**src/hw/rs_div_pkg.sv**
```systemverilog
package rs_div_pkg;

    // instruction address
    parameter int PC_W = 32;

    // physical register tag
    parameter int TAG_W = 8;

    // divide operation code
    parameter int OP_W = 4;

    // operand and result data
    parameter int DATA_W = 32;

    // pc, rd, op and both operands as one word
    parameter int ISSUE_W = PC_W + TAG_W + OP_W + 2 * DATA_W;

endpackage

```
**src/hw/rs_dispatch_if.sv**
```systemverilog
`timescale 1ns/100ps

interface rs_dispatch_if #(
    parameter int NUM_ENTRIES = 8
);

    logic [rs_div_pkg::PC_W-1:0]   pc;
    logic [rs_div_pkg::TAG_W-1:0]  rd;
    logic [rs_div_pkg::OP_W-1:0]   op;
    logic [rs_div_pkg::TAG_W-1:0]  src1;
    logic [rs_div_pkg::TAG_W-1:0]  src2;
    logic [rs_div_pkg::DATA_W-1:0] data1;   // already bypassed
    logic [rs_div_pkg::DATA_W-1:0] data2;
    logic                          rdy1;
    logic                          rdy2;
    logic [NUM_ENTRIES-1:0]        wr;      // one-hot, at most one bit

    modport alloc (
        output pc, rd, op, src1, src2, data1, data2, rdy1, rdy2, wr
    );

    modport entry (
        input pc, rd, op, src1, src2, data1, data2, rdy1, rdy2, wr
    );

endinterface

```
**src/hw/rs_slot_if.sv**
```systemverilog
`timescale 1ns/100ps

interface rs_slot_if;

    logic                          busy;
    logic                          req;     // busy with both operands valid
    logic [rs_div_pkg::PC_W-1:0]   pc;
    logic [rs_div_pkg::TAG_W-1:0]  rd;
    logic [rs_div_pkg::OP_W-1:0]   op;
    logic [rs_div_pkg::DATA_W-1:0] data1;
    logic [rs_div_pkg::DATA_W-1:0] data2;
    logic                          grant;

    modport entry (
        output busy, req, pc, rd, op, data1, data2,
        input  grant
    );

    modport select (
        input  busy, req, pc, rd, op, data1, data2,
        output grant
    );

endinterface

```
**src/hw/rs_alloc.sv**
```systemverilog
`timescale 1ns/100ps

module rs_alloc #(
    parameter int NUM_ENTRIES = 8
) (
    input  logic                          clk,
    input  logic                          reset,
    input  logic                          disp_valid,
    output logic                          disp_ready,
    input  logic [rs_div_pkg::PC_W-1:0]   disp_pc,
    input  logic [rs_div_pkg::TAG_W-1:0]  disp_rd,
    input  logic [rs_div_pkg::OP_W-1:0]   disp_op,
    input  logic [rs_div_pkg::TAG_W-1:0]  disp_src1,
    input  logic [rs_div_pkg::TAG_W-1:0]  disp_src2,
    input  logic [rs_div_pkg::DATA_W-1:0] disp_data1,
    input  logic [rs_div_pkg::DATA_W-1:0] disp_data2,
    input  logic                          disp_rdy1,
    input  logic                          disp_rdy2,
    input  logic                          alu_valid,
    input  logic [rs_div_pkg::TAG_W-1:0]  alu_tag,
    input  logic [rs_div_pkg::DATA_W-1:0] alu_data,
    input  logic                          ld_valid,
    input  logic [rs_div_pkg::TAG_W-1:0]  ld_tag,
    input  logic [rs_div_pkg::DATA_W-1:0] ld_data,
    input  logic [NUM_ENTRIES-1:0]        busy,
    rs_dispatch_if.alloc                  dispatch
);

    logic [NUM_ENTRIES-1:0] free;
    logic [NUM_ENTRIES-1:0] low_free;
    logic                   accept;
    logic                   alu_hit1;
    logic                   alu_hit2;
    logic                   ld_hit1;
    logic                   ld_hit2;

    assign free     = ~busy;
    assign low_free = free & (~free + 1'b1);    // lowest set bit
    assign accept   = disp_valid && disp_ready;

    assign dispatch.wr = accept ? low_free : '0;

    // Registered ready. Entries freed by a grant at the same edge are not
    // counted, so ready can lag one cycle behind a grant but never promises
    // an entry that is not there.
    always_ff @(posedge clk or posedge reset) begin
        if (reset) begin
            disp_ready <= 1'b1;
        end else begin
            disp_ready <= |(free & ~dispatch.wr);
        end
    end

    // same-cycle broadcast bypass
    assign alu_hit1 = !disp_rdy1 && alu_valid && (alu_tag == disp_src1);
    assign alu_hit2 = !disp_rdy2 && alu_valid && (alu_tag == disp_src2);
    assign ld_hit1  = !disp_rdy1 && ld_valid && (ld_tag == disp_src1);
    assign ld_hit2  = !disp_rdy2 && ld_valid && (ld_tag == disp_src2);

    assign dispatch.data1 = alu_hit1 ? alu_data : (ld_hit1 ? ld_data : disp_data1);   // alu first
    assign dispatch.data2 = alu_hit2 ? alu_data : (ld_hit2 ? ld_data : disp_data2);
    assign dispatch.rdy1  = disp_rdy1 || alu_hit1 || ld_hit1;
    assign dispatch.rdy2  = disp_rdy2 || alu_hit2 || ld_hit2;

    assign dispatch.pc   = disp_pc;
    assign dispatch.rd   = disp_rd;
    assign dispatch.op   = disp_op;
    assign dispatch.src1 = disp_src1;
    assign dispatch.src2 = disp_src2;

endmodule

```
**src/hw/rs_entry.sv**
```systemverilog
`timescale 1ns/100ps

module rs_entry #(
    parameter int ENTRY_ID = 0
) (
    input  logic                          clk,
    input  logic                          reset,
    input  logic                          alu_valid,
    input  logic [rs_div_pkg::TAG_W-1:0]  alu_tag,
    input  logic [rs_div_pkg::DATA_W-1:0] alu_data,
    input  logic                          ld_valid,
    input  logic [rs_div_pkg::TAG_W-1:0]  ld_tag,
    input  logic [rs_div_pkg::DATA_W-1:0] ld_data,
    rs_dispatch_if.entry                  dispatch,
    rs_slot_if.entry                      slot
);

    logic                          busy;
    logic                          rdy1;
    logic                          rdy2;
    logic [rs_div_pkg::PC_W-1:0]   pc;
    logic [rs_div_pkg::TAG_W-1:0]  rd;
    logic [rs_div_pkg::OP_W-1:0]   op;
    logic [rs_div_pkg::TAG_W-1:0]  src1;
    logic [rs_div_pkg::TAG_W-1:0]  src2;
    logic [rs_div_pkg::DATA_W-1:0] data1;
    logic [rs_div_pkg::DATA_W-1:0] data2;
    logic                          wr;
    logic                          alu_hit1;
    logic                          alu_hit2;
    logic                          ld_hit1;
    logic                          ld_hit2;

    assign wr = dispatch.wr[ENTRY_ID];

    // wakeup compares, only for operands still waiting
    assign alu_hit1 = busy && !rdy1 && alu_valid && (alu_tag == src1);
    assign alu_hit2 = busy && !rdy2 && alu_valid && (alu_tag == src2);
    assign ld_hit1  = busy && !rdy1 && ld_valid && (ld_tag == src1);
    assign ld_hit2  = busy && !rdy2 && ld_valid && (ld_tag == src2);

    always_ff @(posedge clk or posedge reset) begin
        if (reset) begin
            busy <= 1'b0;
            rdy1 <= 1'b0;
            rdy2 <= 1'b0;
        end else if (wr) begin
            busy <= 1'b1;
            rdy1 <= dispatch.rdy1;
            rdy2 <= dispatch.rdy2;
        end else begin
            if (slot.grant) begin
                busy <= 1'b0;
            end
            if (alu_hit1 || ld_hit1) begin
                rdy1 <= 1'b1;
            end
            if (alu_hit2 || ld_hit2) begin
                rdy2 <= 1'b1;
            end
        end
    end

    always_ff @(posedge clk) begin
        if (wr) begin
            pc    <= dispatch.pc;
            rd    <= dispatch.rd;
            op    <= dispatch.op;
            src1  <= dispatch.src1;
            src2  <= dispatch.src2;
            data1 <= dispatch.data1;
            data2 <= dispatch.data2;
        end else begin
            data1 <= alu_hit1 ? alu_data : (ld_hit1 ? ld_data : data1);    // alu wins a tie
            data2 <= alu_hit2 ? alu_data : (ld_hit2 ? ld_data : data2);
        end
    end

    assign slot.busy  = busy;
    assign slot.req   = busy && rdy1 && rdy2;
    assign slot.pc    = pc;
    assign slot.rd    = rd;
    assign slot.op    = op;
    assign slot.data1 = data1;
    assign slot.data2 = data2;

endmodule

```
**src/hw/rs_issue_select.sv**
```systemverilog
`timescale 1ns/100ps

module rs_issue_select #(
    parameter int NUM_ENTRIES = 8
) (
    input  logic                          clk,
    input  logic                          reset,
    rs_slot_if.select                     slot [NUM_ENTRIES],
    output logic [NUM_ENTRIES-1:0]        busy,
    output logic                          iss_valid,
    input  logic                          iss_ready,
    output logic [rs_div_pkg::PC_W-1:0]   iss_pc,
    output logic [rs_div_pkg::TAG_W-1:0]  iss_rd,
    output logic [rs_div_pkg::OP_W-1:0]   iss_op,
    output logic [rs_div_pkg::DATA_W-1:0] iss_data1,
    output logic [rs_div_pkg::DATA_W-1:0] iss_data2
);

    localparam int IDX_W = $clog2(NUM_ENTRIES);

    logic [NUM_ENTRIES-1:0]        req;
    logic [NUM_ENTRIES-1:0]        grant;
    logic [rs_div_pkg::PC_W-1:0]   pc_a    [NUM_ENTRIES];
    logic [rs_div_pkg::TAG_W-1:0]  rd_a    [NUM_ENTRIES];
    logic [rs_div_pkg::OP_W-1:0]   op_a    [NUM_ENTRIES];
    logic [rs_div_pkg::DATA_W-1:0] data1_a [NUM_ENTRIES];
    logic [rs_div_pkg::DATA_W-1:0] data2_a [NUM_ENTRIES];
    logic [IDX_W-1:0]              head;
    logic [IDX_W-1:0]              sel;
    logic                          found;
    logic                          can_load;

    // interface arrays need constant indices
    for (genvar k = 0; k < NUM_ENTRIES; k++) begin : g_slot
        assign busy[k]       = slot[k].busy;
        assign req[k]        = slot[k].req;
        assign pc_a[k]       = slot[k].pc;
        assign rd_a[k]       = slot[k].rd;
        assign op_a[k]       = slot[k].op;
        assign data1_a[k]    = slot[k].data1;
        assign data2_a[k]    = slot[k].data2;
        assign slot[k].grant = grant[k];
    end

    assign can_load = !iss_valid || iss_ready;     // empty or draining

    // first requester at or after head, wrapping
    always_comb begin
        int k;
        found = 1'b0;
        sel   = '0;
        for (int i = 0; i < NUM_ENTRIES; i++) begin
            k = int'(head) + i;
            if (k >= NUM_ENTRIES) begin
                k = k - NUM_ENTRIES;
            end
            if (!found && req[k]) begin
                found = 1'b1;
                sel   = k[IDX_W-1:0];
            end
        end
    end

    always_comb begin
        grant = '0;
        if (found && can_load) begin
            grant[sel] = 1'b1;
        end
    end

    always_ff @(posedge clk or posedge reset) begin
        if (reset) begin
            iss_valid <= 1'b0;
            head      <= '0;
        end else if (can_load) begin
            iss_valid <= found;
            if (found) begin
                head <= (sel == IDX_W'(NUM_ENTRIES - 1)) ? '0 : sel + 1'b1;
            end
        end
    end

    // output word holds while stalled
    always_ff @(posedge clk) begin
        if (can_load && found) begin
            iss_pc    <= pc_a[sel];
            iss_rd    <= rd_a[sel];
            iss_op    <= op_a[sel];
            iss_data1 <= data1_a[sel];
            iss_data2 <= data2_a[sel];
        end
    end

endmodule

```
**src/hw/rs_div_top.sv**
```systemverilog
`timescale 1ns/100ps

module rs_div_top #(
    parameter int NUM_ENTRIES = 8
) (
    input  logic                          clk,
    input  logic                          reset,
    input  logic                          disp_valid,
    output logic                          disp_ready,
    input  logic [rs_div_pkg::PC_W-1:0]   disp_pc,
    input  logic [rs_div_pkg::TAG_W-1:0]  disp_rd,
    input  logic [rs_div_pkg::OP_W-1:0]   disp_op,
    input  logic [rs_div_pkg::TAG_W-1:0]  disp_src1,
    input  logic [rs_div_pkg::TAG_W-1:0]  disp_src2,
    input  logic [rs_div_pkg::DATA_W-1:0] disp_data1,
    input  logic [rs_div_pkg::DATA_W-1:0] disp_data2,
    input  logic                          disp_rdy1,
    input  logic                          disp_rdy2,
    input  logic                          alu_valid,
    input  logic [rs_div_pkg::TAG_W-1:0]  alu_tag,
    input  logic [rs_div_pkg::DATA_W-1:0] alu_data,
    input  logic                          ld_valid,
    input  logic [rs_div_pkg::TAG_W-1:0]  ld_tag,
    input  logic [rs_div_pkg::DATA_W-1:0] ld_data,
    output logic                          iss_valid,
    input  logic                          iss_ready,
    output logic [rs_div_pkg::PC_W-1:0]   iss_pc,
    output logic [rs_div_pkg::TAG_W-1:0]  iss_rd,
    output logic [rs_div_pkg::OP_W-1:0]   iss_op,
    output logic [rs_div_pkg::DATA_W-1:0] iss_data1,
    output logic [rs_div_pkg::DATA_W-1:0] iss_data2
);

    logic [NUM_ENTRIES-1:0] busy;

    rs_dispatch_if #(.NUM_ENTRIES(NUM_ENTRIES)) disp_bus ();
    rs_slot_if                                  slot_bus [NUM_ENTRIES] ();

    rs_alloc #(
        .NUM_ENTRIES (NUM_ENTRIES)
    ) i_alloc (
        .clk        (clk),
        .reset      (reset),
        .disp_valid (disp_valid),
        .disp_ready (disp_ready),
        .disp_pc    (disp_pc),
        .disp_rd    (disp_rd),
        .disp_op    (disp_op),
        .disp_src1  (disp_src1),
        .disp_src2  (disp_src2),
        .disp_data1 (disp_data1),
        .disp_data2 (disp_data2),
        .disp_rdy1  (disp_rdy1),
        .disp_rdy2  (disp_rdy2),
        .alu_valid  (alu_valid),
        .alu_tag    (alu_tag),
        .alu_data   (alu_data),
        .ld_valid   (ld_valid),
        .ld_tag     (ld_tag),
        .ld_data    (ld_data),
        .busy       (busy),
        .dispatch   (disp_bus.alloc)
    );

    for (genvar k = 0; k < NUM_ENTRIES; k++) begin : g_entry
        rs_entry #(
            .ENTRY_ID (k)
        ) i_entry (
            .clk       (clk),
            .reset     (reset),
            .alu_valid (alu_valid),
            .alu_tag   (alu_tag),
            .alu_data  (alu_data),
            .ld_valid  (ld_valid),
            .ld_tag    (ld_tag),
            .ld_data   (ld_data),
            .dispatch  (disp_bus.entry),
            .slot      (slot_bus[k].entry)
        );
    end

    rs_issue_select #(
        .NUM_ENTRIES (NUM_ENTRIES)
    ) i_select (
        .clk       (clk),
        .reset     (reset),
        .slot      (slot_bus),
        .busy      (busy),
        .iss_valid (iss_valid),
        .iss_ready (iss_ready),
        .iss_pc    (iss_pc),
        .iss_rd    (iss_rd),
        .iss_op    (iss_op),
        .iss_data1 (iss_data1),
        .iss_data2 (iss_data2)
    );

endmodule

```
**config.mk**
```make
export PLATFORM = sky130hd
export DESIGN_NAME = rs_div_top
export DESIGN_NICKNAME = d
export VERILOG_FILES = /design/src/hw/rs_div_pkg.sv /design/src/hw/rs_dispatch_if.sv /design/src/hw/rs_slot_if.sv /design/src/hw/rs_alloc.sv /design/src/hw/rs_entry.sv /design/src/hw/rs_issue_select.sv /design/src/hw/rs_div_top.sv
export SDC_FILE = /design/constraint.sdc
export NUM_CORES = 2
export LEC_CHECK = 0
export BUFFER_PORTS_ARGS = -buffer_cell sky130_fd_sc_hd__clkbuf_2
export CELL_PAD_IN_SITES_DETAIL_PLACEMENT = 0
export CELL_PAD_IN_SITES_GLOBAL_PLACEMENT = 2
export CORE_UTILIZATION = 40
export CTS_CLUSTER_DIAMETER = 60
export DETAILED_ROUTE_END_ITERATION = 16
export PLACE_DENSITY = 0.78
export SLEW_MARGIN = 20
export SYNTH_ARGS = -nofsm -noshare
export SYNTH_HDL_FRONTEND = slang
export SYNTH_SLANG_ARGS = --single-unit
```
**constraint.sdc**
```tcl
create_clock -name clk -period 8.14 [get_ports clk]
set_input_delay 0 -clock clk [delete_from_list [all_inputs] [get_ports clk]]
set_output_delay 0 -clock clk [all_outputs]
set_load 0.02 [all_outputs]
```
# Word-level counts from Yosys, hierarchy flattened
# Index checks and enable logic that the tools add are counted.
# op_classes
add_sub_neg	17
n_mul	0
div_mod_pow	0
order_cmp	19
n_eq_ne	37
shifts	0
mux	168
bitwise	6
reduce_logical	203
# op_table
op	n
two-way mux 32 bit	66
binary-select mux 32 bit (select 3 bit)	3
== test 8 bit	36
less-than comparator 32 x 5 -> 1 bit, second input constant	8
greater-or-equal comparator 32 x 5 -> 1 bit, second input constant	7
subtractor 32 x 5 -> 32 bit, second input constant	7
logical AND 1 bit	114
two-way mux 1 bit	73
nonzero test 2 bit	24
nonzero test 3 bit	16
two-way mux 8 bit	4
two-way mux 3 bit	9
zero test 1 bit	26
binary-select mux 1 bit (select 3 bit)	8
binary-select mux 8 bit (select 3 bit)	1
NOT 8 bit	3
logical OR 1 bit	21
adder 3 x 3 -> 4 bit, second input constant	4
AND 8 bit	2
binary-select mux 4 bit (select 3 bit)	1
adder 3 x 2 -> 4 bit, second input constant	2
adder 8 x 1 -> 8 bit, second input constant	1
two-way mux 4 bit	2
OR reduction 8 bit	1
other kinds (11)	11
# totals
reg_bits	1129
latch_bits	0
ramBits	0
rom_bits	0
input_bits	212
output_inout_bits	110
elab_cells	538
mem_count	0

# Longest topological paths before layout
# depth
word_depth	34
mapped_depth	18
ltp_nobuf	13

# Modules after synthesis
# A second synthesis with hierarchy kept.
# hier_totals
hier_cells	6328
hier_area_um2	66417.4
# by_module_without_submodules
mod	instances	cells_per_inst	area_each_um2	seq_area_each_um2
rs_entry	8	508	6374.9	3798.6
rs_issue_select	1	1826	12278.0	3343.2
rs_alloc	1	438	3140.5	26.3

# Least setup slack after synthesis
# No wires, ideal clock.
# synth_timing
path_type	flip-flop to flip-flop
start	register i_select.head[1]
end	register i_select.head[0]
setup_time_ns	0.212
t_arrival_ns	5.655
required_ns	7.928
setup_slack_ns	2.273
stages_incl_launch_ff	14
path_buffers	3
period_less_slack_ns	5.867
path_cell_list	dfrtp_1 clkbuf_1 buf_2 inv_1 ha_1 buf_2 mux2i_1 mux4_2 nand3_1 nor4bb_1 nand2b_1 clkinv_1 nand3_1 o21ai_0
# synth_between
elab_chain_cells	29
word_cells_on_any_way	89
classes_between	16 x add/sub; 8 x order compare; 1 x eq/ne; 49 x mux; 15 x reduce/logical
# synth_rtl
element	line_no	source
start: declaration	rs_issue_select.sv:28	logic [IDX_W-1:0] head;
start signal: assignment	rs_issue_select.sv:78	head <= (sel == IDX_W'(NUM_ENTRIES - 1)) ? '0 : sel + 1'b1;
branches (longest 29 deep; another with subtractor 32 x 5 -> 32 bit)	--	
# Parallel ways; which one is timed is not known. The select of a mux whose other input is x is not followed.
# A chain may end at the register's enable or synchronous reset.

# Final worst setup path
# layout_timing
start	register i_select.head[0]
end	register i_select.iss_data2[13] in the netlist's numbering (data pin)
# layout_between
elab_chain_cells	31
word_cells_on_any_way	88
classes_between	15 x add/sub; 8 x order compare; 50 x mux; 1 x bitwise; 14 x reduce/logical
# layout_rtl
element	line_no	source
branches (longest 26 deep; another with subtractor 32 x 5 -> 32 bit)	--	
two-way mux 3 bit *	rs_issue_select.sv:57	if (!found && req[k]) begin
NOT 3 -> 4 bit (implied by the code) *	rs_issue_select.sv:90	iss_data2 <= data2_a[sel];
binary-select mux 32 bit (select 3 bit) *	rs_issue_select.sv:90	
two-way mux 32 bit (implied by the code) * (2 in series)	rs_issue_select.sv:90	
end signal: assignment	rs_issue_select.sv:90	
end: declaration	rs_issue_select.sv:16	output logic [rs_div_pkg::DATA_W-1:0] iss_data2
# Every way passes the cells marked *. The select of a mux whose other input is x is not followed.

==> reports/metrics.sh <==
STATUS='completed'
SYNTH-COMPOUND-AREA-SHARE_PCT=14.8
SYNTH_TOP_FAMILY_BY_AREA='compound AO/OA/AOI/OAI gates'
MUXSHAREOFSYNTHAREA_PCT=12.3
ANTENNA_CELLS=0
WORST_SETUP_PATH_END_KIND='flop'
DRIVE_ABOVE_1_SHARE_PCT=14.2
H-TREE-DEPTH=4
WORSTHOLDPATHTYPE='input port to flop'
CRITICAL_PATH_BUFFER_AND_INVERTER_COUNT=3
SYN-MEAN-INSTANCE-AREA_SQ_UM=11.3
CTS_SINKS=1129
PLACEABLECOREAREA_SQ_UM=148000
TRITONCTS='yes'
PLACED_CELLS_INCL_TAPS=7020
CP_TOP_FAMILY='compound AO/OA/AOI/OAI gates'
MOST-COMMON-LAYOUT-CELLS='sky130_fd_sc_hd__edfxtp_1, sky130_fd_sc_hd__mux2i_1, sky130_fd_sc_hd__o21ai_0'
NUM_VIAS=45756
CTS_SETUP_BUFFERS=0
YS.WARNINGS.COUNT=0
SYN-INSTANCE-COUNT=5296
POST_LAYOUT_INSTANCE_COUNT_EXCLUDING_FILLER_CELLS=7506
AREA_OF_THE_DIE_SQ_UM=151000
WORST_EP_ARRIVAL_TIME_PS=6480
GLOBALPLACE.CONGESTION=0.845
LAYOUT-AREA-OVERHEAD-VS-SYNTH_PCT=15.1
FINAL-HOLD-VIOLATION-COUNT=0
CLOCK-SKEW-FINAL_PS=31.0
YOSYS.AREA_SHARE.XOR_XNOR_PCT=4.25
WORSTPATHMAXFANOUT=66
CP_DOMINANT_CELL_BY_COUNT='sky130_fd_sc_hd__mux2_2'
SYNTH.YOSYS.SEQ_AREA_SHARE_PCT=56.3
FP-ROW-COUNT=141
POST_DRT_VIA_CELL_RATIO=6.10
TOTAL_GLOBAL_ROUTE_TRACK_USAGE_PCT=27.7
ROUTED_WIRELENGTH_MM=214
CRIT_PATH_LAUNCH_TYPE='flop'
WORST-SLEW-PIN-TRANSITION_PS=1110
CTSRESIZECOUNT=0
SYNTH_SIMPLE_GATE_AREA_SHARE_PCT=7.49
INITIAL_CORE_UTIL_PCT=40.5
OVERFLOW=0
CLOCK_PATH_BUFFERS=3
CLK_ROOT_BUFFER_CELL='sky130_fd_sc_hd__clkbuf_16'
CLKSLEWWORSTSETUPHOLDPATHS_PS=50
ANTENNA_FOUND_INITIAL=4
COMMONEST_NON_FILL_NON_TAP_CELL_IN_THE_LAYOUT='sky130_fd_sc_hd__edfxtp_1'
FIN_NETS=5681
DRTPASS1ITERATIONS=6
DP_HPWL_MM=109
AVGROUTEDWIREPERCELL_UM=28.5
CTS_HOLD_BUFFERS=231
CP_CELL_SEQUENCE='inv_2 > ha_1 > inv_1 > mux2_2 > mux4_2 > o311ai_1 > o21a_4 > buf_4 > o21ai_0 > a32oi_1 > mux2_2'
FIRST_PASS_GRT_WIRE_LENGTH_MM=309
IOS=322
YOSYS_MOST_USED_DFF='sky130_fd_sc_hd__edfxtp_1'
YOSYS.CELL_TYPES.COUNT=69
REQUIRED_PS=8800
TIMING.CRITICAL_PATH.SLOWEST_STAGE_CELL='sky130_fd_sc_hd__o21a_4'
CRIT_PATH_MAX_INCR_DELAY_PS=840
TIMING.FINAL.CRIT_SHARE_PCT=71.4
COUNT_OF_UNRESOLVED_DRC_VIOLATIONS_AFTER_ROUTING=0
ROUTE.ANTENNA.REMAINING_NETS=0
DIE_Y_UM=389
GRT_SETUP_UNREPAIRED='false'
POWER_PER_CELL_AREA_nW_PER_UM2=492
CLOCK_INSERTION_DELAY_WORST_SKEW_PS=800
DIE_WIDTH_UM=389
GRT_PASS1_VIAS=43791
TIMING.FINAL.CRIT_PERIOD_PS=5810
MAX_FREQ_GHz=0.172
TNS_PS=0
WORST-SETUP-PATH-TYPE='flop to flop'
MAX_CAP_VIOL_COUNT=0
YOSYS.AREA_SHARE.ADDER_PCT=0.0960
SYNTH-EDFF-COUNT=1100
AREA_OF_THE_MAPPED_NETLIST_SQ_UM=60000
GRT_START_MAX_NET_PINS=181
VDD_DROP_MAX_V=0.00177
SYN_NETS=5511
DR.FIRST_ITER.DRC_COUNT=4414
IO_BUFFER_COUNT=321
CTS_INSERTED_BUFFERS=143
SYNTH_ASYNC_SR_FLOP_SHARE_PCT=2.57
NUMBER_OF_SYNTHESIZED_REGISTER_BITS=1129
TIMING.SLEW.HEADROOM_PCT=25.7
FINAL_MAX_SLEW_VIOL_COUNT=0
SETUP_VIOL=0
P_LEAK_nW=26.4
[cell type report]
cell class                 instances  area [sq um]
clock inverter                    91           895
clock buffer                     164          3660
inverter                          24           130
tap                             1930          2410
multi-input combinational       3527         23500
sequential                      1129         33800
fill                           13544         79100
timing repair buffer             641          4710
[per-stage QoR]
stage	hold slack, ps	setup slack [ps]	cell area (sq um)	total power (W)	util [%]
4_1_cts	0.211	2400	69100	0.0339	46.6
3_3_place_gp	85.2	2540	62200	0.0274	42.0
3_5_place_dp	79.3	2390	62200	0.0276	42.0
2_1_floorplan	77.4	2270	60000	0.0229	-
5_1_grt	41.2	1990	69100	0.0358	46.6
6_report	41.6	2330	69100	0.0340	46.6
[final timing paths]
| check | startpoint | endpoint | slack (ps) | cells after the start |
|---|---|---|---|---|
| min in group asynchronous | reset | i_select.iss_valid | 410 | 5 |
| hold / removal | alu_data[26] | g_entry[6].i_entry.slot.data2[26] | 40 | 3 |
| setup / recovery | i_select.head[0] | i_select.iss_data2[13] | 2330 | 11 |
| hold reg to reg | i_select.iss_valid | i_select.iss_valid | 530 | 2 |
| max in group asynchronous | reset | i_alloc.disp_ready | 7410 | 5 |
| setup reg to reg | i_select.head[0] | i_select.iss_data2[13] | 2330 | 11 |
[routing by layer]
layer / wire (um) / share of wire, % / global-route usage [%]
met1: 91100 / 43 / 37.8
met2: 101000 / 47 / 45.3
met3: 15700 / 7.3 / 4.21
met4: 5910 / 2.8 / 8.43
met5: 10 / 0.0047 / 0
[cell families after synthesis]
family,after synthesis
adder cells (fa/ha/maj),5
AND/OR/NAND/NOR,1010
buffers and inverters,640
flip-flops,1129
AO/OA/AOI/OAI,1513
multiplexers,708
XOR/XNOR,291
[sequential cells by signal, summed over array words and instances (netlist names), 3 cells and up]
register and count:
g_entry.i_entry.slot.rd 64, i_select.iss_data2 32, g_entry.i_entry.src1 64, i_select.iss_op 4, g_entry.i_entry.rdy1 8, g_entry.i_entry.slot.data2 256
i_select.head 3, g_entry.i_entry.src2 64, g_entry.i_entry.slot.pc 256, i_select.iss_pc 32, i_select.iss_rd 8, g_entry.i_entry.slot.op 32
g_entry.i_entry.slot.data1 256, g_entry.i_entry.rdy2 8, g_entry.i_entry.slot.busy 8, i_select.iss_data1 32
[cells in the mapped netlist (all sizes together) (4+ instances only)]
| master | instances | area share [%] |
|---|---|---|
| clkbuf | 323 | 2.0 |
| inv | 23 | 0.14 |
| xor2 | 121 | 1.8 |
| a21oi | 294 | 2.5 |
| nand3 | 248 | 2.1 |
| nand2b | 4 | 0.042 |
| nor2b | 7 | 0.073 |
| a32oi | 218 | 3.2 |
| a31oi | 219 | 2.3 |
| mux2i | 586 | 9.8 |
| mux4 | 10 | 0.38 |
| o211ai | 4 | 0.050 |
| o311ai | 4 | 0.058 |
| or2 | 4 | 0.042 |
| nand4 | 57 | 0.59 |
| xnor2 | 170 | 2.5 |
| dfrtp | 28 | 1.2 |
| mux2 | 112 | 2.1 |
| buf | 293 | 2.7 |
| nand2 | 320 | 2.0 |
| a211oi | 4 | 0.058 |
| o21ai | 729 | 6.1 |
| edfxtp | 1100 | 55 |
| nor2 | 303 | 1.9 |
| and3 | 7 | 0.073 |
| nor4 | 34 | 0.35 |
| or4 | 12 | 0.15 |
| o22a | 16 | 0.23 |
[where the power goes]
| group | switching, W | internal, W |
|---|---|---|
| combinational | 0.0121 | 0.00662 |
| sequential | 0.000526 | 0.00848 |
| clock | 0.00266 | 0.00355 |
| total | 0.0153 | 0.0186 |
[tightest hold or removal path, cell delays in order]
cell                       delay (ps)
sky130_fd_sc_hd__clkbuf_2         430
sky130_fd_sc_hd__mux2i_1          130
sky130_fd_sc_hd__o21ai_0          130
No activity file was read; power rests on OpenSTA's default activity.
